### config.mk
export PLATFORM = sky130hd
export DESIGN_NAME = axi_image_bridge
export DESIGN_NICKNAME = d
export VERILOG_FILES = /design/src/rtl/axi_image_bridge_pkg.sv /design/src/rtl/write_ctrl.sv /design/src/rtl/read_ctrl.sv /design/src/rtl/image_status.sv /design/src/rtl/axi_image_bridge.sv
export SDC_FILE = /design/constraint.sdc
export NUM_CORES = 1
export LEC_CHECK = 0
export BUFFER_PORTS_ARGS = -buffer_cell sky130_fd_sc_hd__buf_2
export CORE_AREA = 5 5 273 275
export DETAILED_ROUTE_END_ITERATION = 10
export DIE_AREA = 0 0 278 280
export GPL_TIMING_DRIVEN = 0
export SYNTH_ARGS = -nofsm -noshare
export SYNTH_HDL_FRONTEND = slang
export SYNTH_HIERARCHICAL = 1
export SYNTH_SLANG_ARGS = --single-unit
### constraint.sdc
create_clock -name s_axi_aclk -period 24.9 [get_ports s_axi_aclk]
set_clock_uncertainty 0.2 [all_clocks]
set_input_delay 4.98 -clock s_axi_aclk [delete_from_list [all_inputs] [get_ports s_axi_aclk]]
set_output_delay 4.98 -clock s_axi_aclk [all_outputs]
set_load 0.01 [all_outputs]
### src/rtl/axi_image_bridge_pkg.sv
package axi_image_bridge_pkg;

    localparam int AXI_ADDR_WIDTH = 7;
    localparam int AXI_DATA_WIDTH = 128;
    localparam int AXI_ID_WIDTH   = 16;
    localparam int AXI_LEN_WIDTH  = 8;

    // Field positions inside the image size word
    localparam int SIZE_WIDTH_LSB  = 32;
    localparam int SIZE_HEIGHT_LSB = 0;

    typedef enum logic [1:0] {
        resp_okay   = 2'd0,
        resp_slverr = 2'd2
    } axi_resp_e;

    ////////////////////////////////////////////////////////////
    // Register map
    ////////////////////////////////////////////////////////////
    typedef enum logic [6:0] {
        reg_fifo_data   = 7'h00,
        reg_fifo_flush  = 7'h10,
        reg_image_size  = 7'h20,
        reg_dram_done   = 7'h30,
        reg_dram_buffer = 7'h40,
        reg_new_image   = 7'h50,
        reg_irq_clear   = 7'h60
    } wr_reg_e;

    typedef enum logic [6:0] {
        reg_dram_request = 7'h00,
        reg_resolution   = 7'h10
    } rd_reg_e;

    ////////////////////////////////////////////////////////////
    // Controller states
    ////////////////////////////////////////////////////////////
    typedef enum logic [3:0] {
        wr_idle, wr_fifo, wr_flush, wr_size, wr_buffer,
        wr_done, wr_new_image, wr_irq_clear, wr_drain, wr_resp
    } write_state_e;

    typedef enum logic [1:0] {
        rd_idle, rd_request, rd_resolution, rd_error
    } read_state_e;

endpackage

### src/rtl/write_ctrl.sv
`timescale 1ns/1ns

module write_ctrl #(
    parameter int width_bits  = 12,
    parameter int height_bits = 11
) (
    input  logic                                            s_axi_aclk,
    input  logic                                            s_axi_aresetn,
    input  logic [axi_image_bridge_pkg::AXI_ADDR_WIDTH-1:0] awaddr,
    input  logic [axi_image_bridge_pkg::AXI_ID_WIDTH-1:0]   awid,
    input  logic [axi_image_bridge_pkg::AXI_LEN_WIDTH-1:0]  awlen,
    input  logic                                            awvalid,
    output logic                                            awready,
    input  logic [axi_image_bridge_pkg::AXI_DATA_WIDTH-1:0] wdata,
    input  logic                                            wvalid,
    input  logic                                            wlast,
    output logic                                            wready,
    output logic [axi_image_bridge_pkg::AXI_ID_WIDTH-1:0]   bid,
    output axi_image_bridge_pkg::axi_resp_e                 bresp,
    output logic                                            bvalid,
    input  logic                                            bready,
    input  logic                                            image_sender_full,
    input  logic                                            dram_buffer_full,
    output logic                                            image_sender_write,
    output logic [axi_image_bridge_pkg::AXI_DATA_WIDTH-1:0] image_sender_fifo_din,
    output logic                                            image_sender_flush,
    output logic                                            set_new_image,
    output logic [axi_image_bridge_pkg::AXI_DATA_WIDTH-1:0] dram_read_data,
    output logic                                            dram_read_data_valid,
    output logic                                            size_write,
    output logic [width_bits-1:0]                           size_width,
    output logic [height_bits-1:0]                          size_height,
    output logic                                            done_write,
    output logic                                            irq_clear
);

    import axi_image_bridge_pkg::*;

    write_state_e             state;
    write_state_e             aw_state;
    logic [AXI_LEN_WIDTH-1:0] beats_left;
    logic                     aw_fire;
    logic                     w_fire;
    logic                     last_beat;

    assign awready = (state == wr_idle);
    assign aw_fire = awvalid && awready;
    assign w_fire  = wvalid && wready;

    // Burst ends on wlast, or when the awlen count runs out
    assign last_beat = wlast || (beats_left == '0);

    ////////////////////////////////////////////////////////////
    // Address decode and W channel ready
    ////////////////////////////////////////////////////////////
    always_comb begin
        case (wr_reg_e'(awaddr))
            reg_fifo_data:   aw_state = wr_fifo;
            reg_fifo_flush:  aw_state = wr_flush;
            reg_image_size:  aw_state = wr_size;
            reg_dram_done:   aw_state = wr_done;
            reg_dram_buffer: aw_state = wr_buffer;
            reg_new_image:   aw_state = wr_new_image;
            reg_irq_clear:   aw_state = wr_irq_clear;
            default:         aw_state = wr_drain;
        endcase
    end

    always_comb begin
        case (state)
            wr_fifo:          wready = !image_sender_full;
            wr_buffer:        wready = !dram_buffer_full;
            wr_idle, wr_resp: wready = 1'b0;
            default:          wready = 1'b1;
        endcase
    end

    ////////////////////////////////////////////////////////////
    // FSM and B channel
    ////////////////////////////////////////////////////////////
    always_ff @(posedge s_axi_aclk) begin
        if (!s_axi_aresetn) begin
            state  <= wr_idle;
            bvalid <= 1'b0;
            bresp  <= resp_okay;
        end else begin
            case (state)
                wr_idle: begin
                    if (aw_fire) begin
                        state <= aw_state;
                    end
                end
                wr_resp: begin
                    // Hold the response until the master takes it
                    if (bready) begin
                        bvalid <= 1'b0;
                        state  <= wr_idle;
                    end
                end
                default: begin
                    if (w_fire && last_beat) begin
                        state  <= wr_resp;
                        bvalid <= 1'b1;
                        bresp  <= (state == wr_drain) ? resp_slverr : resp_okay;
                    end
                end
            endcase
        end
    end

    // One-cycle strobes toward the sinks and the status block
    always_ff @(posedge s_axi_aclk) begin
        if (!s_axi_aresetn) begin
            image_sender_write   <= 1'b0;
            image_sender_flush   <= 1'b0;
            dram_read_data_valid <= 1'b0;
            set_new_image        <= 1'b0;
            size_write           <= 1'b0;
            done_write           <= 1'b0;
            irq_clear            <= 1'b0;
        end else begin
            image_sender_write   <= w_fire && (state == wr_fifo);
            image_sender_flush   <= w_fire && (state == wr_flush) && wdata[0];
            dram_read_data_valid <= w_fire && (state == wr_buffer);
            set_new_image        <= w_fire && last_beat && (state == wr_new_image);
            size_write           <= w_fire && (state == wr_size);
            done_write           <= w_fire && (state == wr_done);
            irq_clear            <= w_fire && last_beat && (state == wr_irq_clear);
        end
    end

    ////////////////////////////////////////////////////////////
    // Burst bookkeeping and data capture
    ////////////////////////////////////////////////////////////
    always_ff @(posedge s_axi_aclk) begin
        if (aw_fire) begin
            bid        <= awid;
            beats_left <= awlen;
        end else if (w_fire) begin
            beats_left <= beats_left - 1'b1;
        end

        if (w_fire && (state == wr_fifo)) begin
            image_sender_fifo_din <= wdata;
        end
        if (w_fire && (state == wr_buffer)) begin
            dram_read_data <= wdata;
        end
        // Upper bits of each 32-bit field are dropped
        if (w_fire && (state == wr_size)) begin
            size_width  <= wdata[SIZE_WIDTH_LSB +: width_bits];
            size_height <= wdata[SIZE_HEIGHT_LSB +: height_bits];
        end
    end

endmodule

### src/rtl/read_ctrl.sv
`timescale 1ns/1ns

module read_ctrl #(
    parameter int width_bits      = 12,
    parameter int height_bits     = 11,
    parameter int dram_addr_width = 39
) (
    input  logic                                            s_axi_aclk,
    input  logic                                            s_axi_aresetn,
    input  logic [axi_image_bridge_pkg::AXI_ADDR_WIDTH-1:0] araddr,
    input  logic [axi_image_bridge_pkg::AXI_ID_WIDTH-1:0]   arid,
    input  logic [axi_image_bridge_pkg::AXI_LEN_WIDTH-1:0]  arlen,
    input  logic                                            arvalid,
    output logic                                            arready,
    output logic [axi_image_bridge_pkg::AXI_ID_WIDTH-1:0]   rid,
    output logic [axi_image_bridge_pkg::AXI_DATA_WIDTH-1:0] rdata,
    output axi_image_bridge_pkg::axi_resp_e                 rresp,
    output logic                                            rvalid,
    output logic                                            rlast,
    input  logic                                            rready,
    input  logic [dram_addr_width-1:0]                      dram_read_addr,
    input  logic [axi_image_bridge_pkg::AXI_LEN_WIDTH-1:0]  dram_read_len,
    input  logic [width_bits-1:0]                           image_width,
    input  logic [height_bits-1:0]                          image_height
);

    import axi_image_bridge_pkg::*;

    read_state_e               state;
    read_state_e               ar_state;
    read_state_e               load_state;
    logic [AXI_LEN_WIDTH-1:0]  beats_left;
    logic [AXI_DATA_WIDTH-1:0] resolution_word;
    logic [AXI_DATA_WIDTH-1:0] beat_word;
    logic                      ar_fire;
    logic                      r_fire;

    assign arready = (state == rd_idle);
    assign ar_fire = arvalid && arready;
    assign r_fire  = rvalid && rready;

    always_comb begin
        case (rd_reg_e'(araddr))
            reg_dram_request: ar_state = rd_request;
            reg_resolution:   ar_state = rd_resolution;
            default:          ar_state = rd_error;
        endcase
    end

    // Word for the beat about to be presented
    always_comb begin
        load_state = (state == rd_idle) ? ar_state : state;
        resolution_word = '0;
        resolution_word[SIZE_WIDTH_LSB +: width_bits]   = image_width;
        resolution_word[SIZE_HEIGHT_LSB +: height_bits] = image_height;
        case (load_state)
            rd_request:    beat_word = {64'(dram_read_len), 64'(dram_read_addr)};
            rd_resolution: beat_word = resolution_word;
            default:       beat_word = '0;
        endcase
    end

    ////////////////////////////////////////////////////////////
    // Read FSM
    ////////////////////////////////////////////////////////////
    always_ff @(posedge s_axi_aclk) begin
        if (!s_axi_aresetn) begin
            state  <= rd_idle;
            rvalid <= 1'b0;
            rlast  <= 1'b0;
        end else if (ar_fire) begin
            state  <= ar_state;
            rvalid <= 1'b1;
            // Error reply is always a single beat
            rlast  <= (ar_state == rd_error) || (arlen == '0);
        end else if (r_fire) begin
            if (rlast) begin
                state  <= rd_idle;
                rvalid <= 1'b0;
                rlast  <= 1'b0;
            end else begin
                rlast <= (beats_left == AXI_LEN_WIDTH'(1));
            end
        end
    end

    always_ff @(posedge s_axi_aclk) begin
        if (ar_fire) begin
            rid        <= arid;
            rresp      <= (ar_state == rd_error) ? resp_slverr : resp_okay;
            beats_left <= arlen;
            rdata      <= beat_word;
        end else if (r_fire && !rlast) begin
            beats_left <= beats_left - 1'b1;
            rdata      <= beat_word;
        end
    end

endmodule

### src/rtl/image_status.sv
`timescale 1ns/1ns

module image_status #(
    parameter int width_bits  = 12,
    parameter int height_bits = 11
) (
    input  logic                   s_axi_aclk,
    input  logic                   s_axi_aresetn,
    input  logic                   size_write,
    input  logic [width_bits-1:0]  size_width,
    input  logic [height_bits-1:0] size_height,
    input  logic                   done_write,
    input  logic                   irq_clear,
    input  logic                   dram_read_en,
    output logic [width_bits-1:0]  image_width,
    output logic [height_bits-1:0] image_height,
    output logic                   irq_signal,
    output logic                   dram_read_busy
);

    ////////////////////////////////////////////////////////////
    // Resolution registers
    ////////////////////////////////////////////////////////////
    always_ff @(posedge s_axi_aclk) begin
        if (!s_axi_aresetn) begin
            image_width  <= '0;
            image_height <= '0;
        end else if (size_write) begin
            image_width  <= size_width;
            image_height <= size_height;
        end
    end

    ////////////////////////////////////////////////////////////
    // DRAM request flags
    ////////////////////////////////////////////////////////////
    // A new request beats a clear arriving in the same cycle
    always_ff @(posedge s_axi_aclk) begin
        if (!s_axi_aresetn) begin
            irq_signal     <= 1'b0;
            dram_read_busy <= 1'b0;
        end else begin
            if (dram_read_en) begin
                irq_signal <= 1'b1;
            end else if (irq_clear) begin
                irq_signal <= 1'b0;
            end

            if (dram_read_en) begin
                dram_read_busy <= 1'b1;
            end else if (done_write) begin
                dram_read_busy <= 1'b0;
            end
        end
    end

endmodule

### src/rtl/axi_image_bridge.sv
`timescale 1ns/1ns

module axi_image_bridge #(
    parameter int width_bits      = 12,
    parameter int height_bits     = 11,
    parameter int dram_addr_width = 39
) (
    input  logic                                       s_axi_aclk,
    input  logic                                       s_axi_aresetn,

    // AXI write channels
    input  logic [axi_image_bridge_pkg::AXI_ADDR_WIDTH-1:0] s_axi_awaddr,
    input  logic [axi_image_bridge_pkg::AXI_ID_WIDTH-1:0]   s_axi_awid,
    input  logic [axi_image_bridge_pkg::AXI_LEN_WIDTH-1:0]  s_axi_awlen,
    input  logic                                       s_axi_awvalid,
    output logic                                       s_axi_awready,
    input  logic [axi_image_bridge_pkg::AXI_DATA_WIDTH-1:0] s_axi_wdata,
    input  logic                                       s_axi_wvalid,
    input  logic                                       s_axi_wlast,
    output logic                                       s_axi_wready,
    output logic [axi_image_bridge_pkg::AXI_ID_WIDTH-1:0]   s_axi_bid,
    output axi_image_bridge_pkg::axi_resp_e            s_axi_bresp,
    output logic                                       s_axi_bvalid,
    input  logic                                       s_axi_bready,

    // AXI read channels
    input  logic [axi_image_bridge_pkg::AXI_ADDR_WIDTH-1:0] s_axi_araddr,
    input  logic [axi_image_bridge_pkg::AXI_ID_WIDTH-1:0]   s_axi_arid,
    input  logic [axi_image_bridge_pkg::AXI_LEN_WIDTH-1:0]  s_axi_arlen,
    input  logic                                       s_axi_arvalid,
    output logic                                       s_axi_arready,
    output logic [axi_image_bridge_pkg::AXI_ID_WIDTH-1:0]   s_axi_rid,
    output logic [axi_image_bridge_pkg::AXI_DATA_WIDTH-1:0] s_axi_rdata,
    output axi_image_bridge_pkg::axi_resp_e            s_axi_rresp,
    output logic                                       s_axi_rvalid,
    output logic                                       s_axi_rlast,
    input  logic                                       s_axi_rready,

    // Image sender FIFO
    input  logic                                       image_sender_full,
    output logic                                       image_sender_reset,
    output logic                                       image_sender_flush,
    output logic                                       image_sender_write,
    output logic [axi_image_bridge_pkg::AXI_DATA_WIDTH-1:0] image_sender_fifo_din,
    output logic [width_bits-1:0]                      image_width,
    output logic [height_bits-1:0]                     image_height,

    // DRAM request and buffer
    input  logic                                       dram_buffer_full,
    input  logic [dram_addr_width-1:0]                 dram_read_addr,
    input  logic [axi_image_bridge_pkg::AXI_LEN_WIDTH-1:0]  dram_read_len,
    input  logic                                       dram_read_en,
    output logic [axi_image_bridge_pkg::AXI_DATA_WIDTH-1:0] dram_read_data,
    output logic                                       dram_read_data_valid,
    output logic                                       dram_read_busy,
    output logic                                       set_new_image,
    output logic                                       irq_signal
);

    logic                   size_write;
    logic [width_bits-1:0]  size_width;
    logic [height_bits-1:0] size_height;
    logic                   done_write;
    logic                   irq_clear;

    // Sender FIFO is held in reset with the bus
    assign image_sender_reset = ~s_axi_aresetn;

    write_ctrl #(
        .width_bits  (width_bits),
        .height_bits (height_bits)
    ) u_write_ctrl (
        .s_axi_aclk            (s_axi_aclk),
        .s_axi_aresetn         (s_axi_aresetn),
        .awaddr                (s_axi_awaddr),
        .awid                  (s_axi_awid),
        .awlen                 (s_axi_awlen),
        .awvalid               (s_axi_awvalid),
        .awready               (s_axi_awready),
        .wdata                 (s_axi_wdata),
        .wvalid                (s_axi_wvalid),
        .wlast                 (s_axi_wlast),
        .wready                (s_axi_wready),
        .bid                   (s_axi_bid),
        .bresp                 (s_axi_bresp),
        .bvalid                (s_axi_bvalid),
        .bready                (s_axi_bready),
        .image_sender_full     (image_sender_full),
        .dram_buffer_full      (dram_buffer_full),
        .image_sender_write    (image_sender_write),
        .image_sender_fifo_din (image_sender_fifo_din),
        .image_sender_flush    (image_sender_flush),
        .set_new_image         (set_new_image),
        .dram_read_data        (dram_read_data),
        .dram_read_data_valid  (dram_read_data_valid),
        .size_write            (size_write),
        .size_width            (size_width),
        .size_height           (size_height),
        .done_write            (done_write),
        .irq_clear             (irq_clear)
    );

    image_status #(
        .width_bits  (width_bits),
        .height_bits (height_bits)
    ) u_image_status (
        .s_axi_aclk     (s_axi_aclk),
        .s_axi_aresetn  (s_axi_aresetn),
        .size_write     (size_write),
        .size_width     (size_width),
        .size_height    (size_height),
        .done_write     (done_write),
        .irq_clear      (irq_clear),
        .dram_read_en   (dram_read_en),
        .image_width    (image_width),
        .image_height   (image_height),
        .irq_signal     (irq_signal),
        .dram_read_busy (dram_read_busy)
    );

    read_ctrl #(
        .width_bits      (width_bits),
        .height_bits     (height_bits),
        .dram_addr_width (dram_addr_width)
    ) u_read_ctrl (
        .s_axi_aclk     (s_axi_aclk),
        .s_axi_aresetn  (s_axi_aresetn),
        .araddr         (s_axi_araddr),
        .arid           (s_axi_arid),
        .arlen          (s_axi_arlen),
        .arvalid        (s_axi_arvalid),
        .arready        (s_axi_arready),
        .rid            (s_axi_rid),
        .rdata          (s_axi_rdata),
        .rresp          (s_axi_rresp),
        .rvalid         (s_axi_rvalid),
        .rlast          (s_axi_rlast),
        .rready         (s_axi_rready),
        .dram_read_addr (dram_read_addr),
        .dram_read_len  (dram_read_len),
        .image_width    (image_width),
        .image_height   (image_height)
    );

endmodule

==> impl_metrics.env, run 1 <==
export IMPL_tightest_slew_ns=1.23
export IMPL_p_total_mw=1.69
export IMPL_seq_power_share_pct=49.2
export IMPL_post_cts_setup_buffer_count=0
export IMPL_antenna_found_initial=17
export IMPL_hpwl_um=39000
export IMPL_clk_pin_slew_ns=0.06
export IMPL_min_to="u_image_status/image_height[9]"
export IMPL_slew_violations=0
export IMPL_grtUsageTotal_pct=11.7
export IMPL_rows=99
export IMPL_path_max_fanout=3
export IMPL_post_drt_wl_per_cell_um=19.0
export IMPL_grt_start_max_net_pins=33
export IMPL_synth_edf_count=380
export IMPL_r2r_cells=12
export IMPL_numCtsBuffers=47
export IMPL_rsz0062_at_grt="no"
export IMPL_drt_total_wl_um=48800
export IMPL_io_pins=704
export IMPL_cts_tree="built"
export IMPL_root_buffer="clkbuf_16"
export IMPL_p_clk_share_pct=41.8
export IMPL_die_width_um=278
export IMPL_slew_headroom_pct=18.2
export IMPL_clock_latency_ns=0.56
export IMPL_max_freq_mhz=91.5
export IMPL_worst_path_buf_inv=2
export IMPL_setup_violations=0
export IMPL_area_growth_pct=44.0
export IMPL_drt_iter0_drc=386
export IMPL_critical_path_top_delay_family="compound AO/OA/AOI/OAI gates"
export IMPL_synthesis_area_um2=14800
export IMPL_worstHoldStart="u_write_ctrl/size_height[9]"
export IMPL_seq_area_frac_synth_pct=82.7
export IMPL_period_needed_ns=10.93
export IMPL_vias=9550
export IMPL_hold_path_class="reg -> reg"
export IMPL_pre_cts_ws_ns=13.98
export IMPL_internal_power_mw=1.31
export IMPL_overflow=0
export IMPL_final_setup_worst_slack_ns=13.97
export IMPL_stdcell_area_um2=21300
export IMPL_cts_resized=0
export IMPL_io_buffer_count=625
export IMPL_yosysWarnings=6
export IMPL_worstPathCellList="buf_2, nand2b_1, a21oi_1, nand3_1, buf_2"
export IMPL_grt_pass1_vias=10100
export IMPL_drive_gt1_share_pct=50.4
export IMPL_crit_top_cell="buf_2"
export IMPL_ant_nets=0
export IMPL_drc=0
export IMPL_worstPathRequired_ns=19.72
export IMPL_peakVddDrop_mv=0.0626
export IMPL_endpoint_kind="primary output"
export IMPL_cts_hold_fix_buffers=0
export IMPL_cts_max_level=2
export IMPL_ys_ff_latch=422
export IMPL_clockBufferDepth=3
export IMPL_tns_ns=0
export IMPL_period_share_pct=43.9
export IMPL_r2r_slack_ns=20.81
export IMPL_synth_ff_type="edfxtp_1"
export IMPL_fp_coreArea_um2=72100
export IMPL_switching_share_pct=22.7
export IMPL_status="finished, final reports clean"
export IMPL_gp_congestion=0.887
export IMPL_clock_sinks=422
export IMPL_syn_inst=798
export IMPL_p_per_area_nw_per_um2=79.1
export IMPL_slowest_delay_ns=0.35
export IMPL_pwr_share_comb_pct=9.0
export IMPL_r2r_end="u_write_ctrl/dram_read_data[126]"
export IMPL_synth_cell_types=51
export IMPL_holdPathStages=2
export IMPL_arrival_ns=5.75
export IMPL_cp_start_kind="input pin"
export IMPL_path_class="in -> out"
export IMPL_nets=1821
export IMPL_start_util_pct=20.6
export IMPL_p_switching_mw=0.383
export IMPL_async_flop_share_pct=0
export IMPL_p_leak_nw=8.62
export IMPL_viasPerCell=3.71
export IMPL_max_cap_violations=0
export IMPL_place_inst=2475
export IMPL_die_area_um2=77800
export IMPL_firstDrtPassIters=4
export IMPL_worst_path_max_delay_cell="a21oi_1"
export IMPL_stdcell_count=2574
export IMPL_reg2reg_from="u_write_ctrl/state[1]"
export IMPL_synth_avg_cell_area_um2=18.6
export IMPL_place_area_um2=19700
export IMPL_die_height_um=280
export IMPL_hold_viol=0
export IMPL_grt_pass1_wl_um=67900
[worst min-delay path, delay by kind of cell (launching register included)]
kind / cells / cell delay (ns)
flops: 1 / 0.32
mux: 1 / 0.06
simple gates: 1 / 0.09
[cell usage after synthesis, types with 3 or more instances]
cell type | n | area [um^2]
nor4_2 | 3 | 37.5
xnor2_1 | 7 | 61.3
a22o_1 | 18 | 158
and2_1 | 37 | 231
nand3b_1 | 3 | 22.5
inv_1 | 17 | 63.8
edfxtp_1 | 380 | 11400
nand3_1 | 4 | 20.0
mux2i_1 | 26 | 260
nor2b_1 | 29 | 181
xor2_1 | 3 | 26.3
dfxtp_1 | 42 | 841
nor2_1 | 30 | 113
clkbuf_1 | 14 | 52.6
nand2b_1 | 7 | 43.8
nor4_1 | 6 | 37.5
nand4_1 | 5 | 31.3
buf_4 | 78 | 586
nor3_1 | 6 | 30.0
a31oi_1 | 4 | 25.0
a21oi_1 | 13 | 65.1
ha_1 | 8 | 100
nand2_1 | 18 | 67.6
o21ai_0 | 5 | 25.0
[cell families after synthesis]
| kind of cell | after synthesis | share of synthesized area [%] |
|---|---|---|
| DFF | 422 | 82.7 |
| and+or+nand+nor | 162 | 6.32 |
| buffers and inverters | 113 | 5.11 |
| AOI/OAI and AO/OA | 54 | 2.74 |
| muxes | 26 | 1.76 |
| xor gates and xnor gates | 10 | 0.591 |
| adders and majority gates | 9 | 0.743 |
| other | 2 | 0.0507 |
[layer usage]
layer | GRT usage [%] | vias to the layer above | wire [um]
met5 | 0 | - | 19
met4 | 4.20 | 2 | 1670
met3 | 5.04 | 82 | 4970
met2 | 20.1 | 490 | 24300
met1 | 12.9 | 4597 | 17900
li1 | - | 4379 | -
[metrics by stage]
step	utilization (%)	hold WS [ns]
floorplan	-	0.279
global placement	27.0	0.285
detailed placement	27.4	0.298
CTS	29.6	0.306
global route	29.6	0.325
finish	29.6	0.302
[registers in the layout (all words and copies together) (netlist names), 2 cells and up]
signal and flops:
u_write_ctrl/dram_read_data 128, u_write_ctrl/image_sender_fifo_din 128, u_read_ctrl/rdata 52, u_read_ctrl/rid 16
u_write_ctrl/bid 16, u_image_status/image_width 12, u_write_ctrl/size_width 12, u_image_status/image_height 11
u_write_ctrl/size_height 11, u_read_ctrl/beats_left 8, u_write_ctrl/beats_left 8, u_write_ctrl/state 4
u_read_ctrl/state 2
[final cells by class]
type,instances,area [um^2]
Antenna cell,13,32.5
Buffer,96,693
Clock buffer,63,1300
Clock inverter,23,288
Fill cell,7356,50800
Inverter,17,63.8
Multi-Input combinational cell,339,2130
Sequential cell,422,12300
Tap cell,959,1200
Timing Repair Buffer,642,3380
[cell usage in the layout (no fill, tap or decap), drive strengths merged, types with 19 or more instances in the layout]
| master | synthesis | final |
|---|---|---|
| and2 | 37 | 37 |
| mux2i | 26 | 26 |
| inv | 17 | 19 |
| clkbuf | 14 | 77 |
| nor2b | 29 | 29 |
| dfxtp | 42 | 42 |
| nor2 | 30 | 30 |
| edfxtp | 380 | 380 |
| buf | 82 | 724 |
| conb | 2 | 78 |
[power groups by stage]
| stage | combinational, mW | sequential, mW | clock, mW |
|---|---|---|---|
| 3_3_place_gp | 0.145 | 0.850 | 0 |
| 5_1_grt | 0.167 | 0.833 | 0.764 |
| 3_5_place_dp | 0.154 | 0.845 | 0 |
| 2_1_floorplan | 0.0654 | 0.859 | 0 |
| 6_report | 0.152 | 0.830 | 0.706 |
| 4_1_cts | 0.154 | 0.830 | 0.730 |
[worst max path at each step]
stage / startpoint / endpoint / cells after the start
after floorplan: image_sender_full / u_write_ctrl/dram_read_data[0] / 3
after global placement: image_sender_full / u_write_ctrl/dram_read_data[126] / 4
after detailed placement: dram_buffer_full / s_axi_wready / 5
after CTS: dram_buffer_full / s_axi_wready / 5
after global routing: dram_buffer_full / s_axi_wready / 5
final: dram_buffer_full / s_axi_wready / 5
(Power assumes the default switching activity.)
==> inputs of run 2 (changes only) <==
Settings changed: ABC_AREA set to 1, CORE_AREA 5 5 273 275 to 5 5 274 276, DIE_AREA 0 0 278 280 to 0 0 279 281.
Clock period 24.9 ns to 9.38 ns, I/O delays scaled along.
==> run 2 against run 1 <==
Compared with the run above: combinational power increased to 4.7 times the previous value; global-route usage increased by 0.099 points; sequential cell count unchanged; routed wire length increased by 1.4%; hold slack worse by 0.032 ns; synthesized cell count up 20%; register-to-register slack lost 15 ns; design area is 0.28% higher; largest power group unchanged.
==> impl_metrics.env, run 2 <==
export IMPL_die_height_um=281
export IMPL_p_leak_nw=8.91
export IMPL_viasPerCell=3.77
export IMPL_period_needed_ns=4.56
export IMPL_io_pins=704
export IMPL_grt_start_max_net_pins=35
export IMPL_worst_path_max_delay_cell="buf_2"
export IMPL_synth_cell_types=39
export IMPL_insertedDiodeCount=0
export IMPL_arrival_ns=2.49
export IMPL_worstPathRequired_ns=7.30
export IMPL_holdPathStages=2
export IMPL_status="finished, final reports clean"
export IMPL_setup_violations=0
export IMPL_endpoint_kind="primary output"
export IMPL_clock_sinks=422
export IMPL_synthesis_area_um2=15000
export IMPL_peakVddDrop_mv=0.175
export IMPL_drt_iter0_drc=496
export IMPL_io_buffer_count=625
export IMPL_drive_gt1_share_pct=47.1
export IMPL_seq_area_frac_synth_pct=81.9
export IMPL_grt_pass1_vias=10700
export IMPL_max_freq_mhz=219
export IMPL_clockBufferDepth=3
export IMPL_cts_max_level=2
export IMPL_final_setup_worst_slack_ns=4.82
export IMPL_hold_slack_ns=0.270
export IMPL_start_util_pct=20.7
export IMPL_netlist_area_leader_share_pct=76.3
export IMPL_cts_hold_fix_buffers=0
export IMPL_slew_headroom_pct=51.8
export IMPL_worstPathCellList="buf_2, inv_1, nand3_2, nand2_1, inv_1, nand2_2, buf_2"
export IMPL_final_common_cell="buf_2"
export IMPL_pre_cts_ws_ns=4.33
export IMPL_antenna_found_initial=19
export IMPL_hold_path_class="reg -> reg"
export IMPL_synth_top_area_cell="edfxtp_1"
export IMPL_drt_total_wl_um=49500
export IMPL_synth_avg_cell_area_um2=15.6
export IMPL_die_area_um2=78400
export IMPL_slowest_delay_ns=0.16
export IMPL_period_share_pct=48.6
export IMPL_cts_resized=0
export IMPL_nets=1981
export IMPL_ys_ff_latch=422
export IMPL_synth_ff_type="edfxtp_1"
export IMPL_overflow=0
export IMPL_drc=0
export IMPL_grt_pass1_wl_um=69700
export IMPL_p_total_mw=4.84
export IMPL_tightest_slew_ns=0.719
export IMPL_fillers=7370
export IMPL_clock_latency_ns=0.58
export IMPL_path_class="in -> out"
export IMPL_top_regs="u_write_ctrl/dram_read_data (128), u_write_ctrl/image_sender_fifo_din (128), u_read_ctrl/rdata (52)"
export IMPL_hold_viol=0
export IMPL_slew_violations=0
export IMPL_r2r_cells=13
export IMPL_rows=99
export IMPL_grtUsageTotal_pct=11.8
export IMPL_async_flop_share_pct=0
export IMPL_die_width_um=279
export IMPL_vias=10300
export IMPL_max_cap_violations=0
export IMPL_cts_tree="built"
export IMPL_hpwl_um=39300
export IMPL_post_drt_wl_per_cell_um=18.2
export IMPL_synth_most_common_cell="edfxtp_1"
export IMPL_area_growth_pct=43.1
export IMPL_rsz0062_at_grt="no"
export IMPL_syn_inst=958
export IMPL_cp_start_kind="input pin"
export IMPL_p_per_area_nw_per_um2=226
export IMPL_root_buffer="clkbuf_16"
export IMPL_numCtsBuffers=48
export IMPL_path_max_fanout=5
export IMPL_gp_congestion=0.855
export IMPL_clk_pin_slew_ns=0.06
export IMPL_synth_area_top_cells="edfxtp_1, dfxtp_1, buf_4, nand2_1, nor2_1"
export IMPL_yosysWarnings=6
export IMPL_synth_common_cells="edfxtp_1, nand2_1, nor2_1"
export IMPL_post_cts_setup_buffer_count=0
export IMPL_fp_coreArea_um2=72300
export IMPL_firstDrtPassIters=6
export IMPL_ant_nets=0
export IMPL_synth_edf_count=380
export IMPL_final_cell_mix="buf_2, edfxtp_1, nand2_1, nor2_1, buf_4"
## run 2: critical path: cells and delay by family
family | cells | cell delay [ns]
buffers and inverters | 4 | 0.35
AND/OR/NAND/NOR | 3 | 0.25
## run 2: cell families (layout without fill, tap and decap cells)
logic type                 Yosys count  after routing  synth area share [%]
DFF                                422            422                  81.9
and+or+nand+nor                    294            294                  8.14
other                                2             78                0.0502
adders and majority gates            8              8                 0.669
AOI/OAI and AO/OA                   73             73                  2.67
xor gates and xnor gates             8              8                 0.469
buffers and inverters              151            876                  6.08
## run 2: final cells by class
type | instances | area, um^2 | area share, %
sequential | 422 | 12300 | 57.3
tap | 959 | 1200 | 5.61
clock inverter | 22 | 201 | 0.941
timing repair buffer | 641 | 3450 | 16.1
buffer | 99 | 709 | 3.32
inverter | 52 | 200 | 0.936
clock buffer | 62 | 1270 | 5.95
multi-input combinational | 461 | 2110 | 9.88
## run 2: path summary, 6_finish.rpt
kind                                                 from  slack [ns]                                endpoint
worst max-delay path                     dram_buffer_full        4.82                            s_axi_wready
worst min-delay path            u_image_status/irq_signal        0.27               u_image_status/irq_signal
worst max register to register      u_write_ctrl/state[1]        5.78  u_write_ctrl/image_sender_fifo_din[25]
worst min register to register  u_image_status/irq_signal        0.27               u_image_status/irq_signal
## run 2: through the flow
step	instance area (um^2)	setup TNS (ns)	instances	utilization (%)
2_1_floorplan	15200	0	1034	-
3_3_place_gp	19600	-566.58	2618	27.1
3_5_place_dp	19900	0	2634	27.5
4_1_cts	21400	0	2718	29.6
5_1_grt	21400	0	2718	29.6
6_report	21400	0	2718	29.6
## run 2: per-layer routing
layer,GRT usage [%],vias to the layer above,part of all wire [%]
li1,-,4741,-
met1,13.1,4855,37
met2,20.9,557,51
met3,4.74,102,10
met4,3.27,2,2.5
met5,0,-,0.040
## run 2: report_power, final
part | internal, mW | switching (mW)
clock network | 1.02 | 0.763
registers | 2.27 | 0.0688
logic | 0.260 | 0.456
total | 3.55 | 1.29
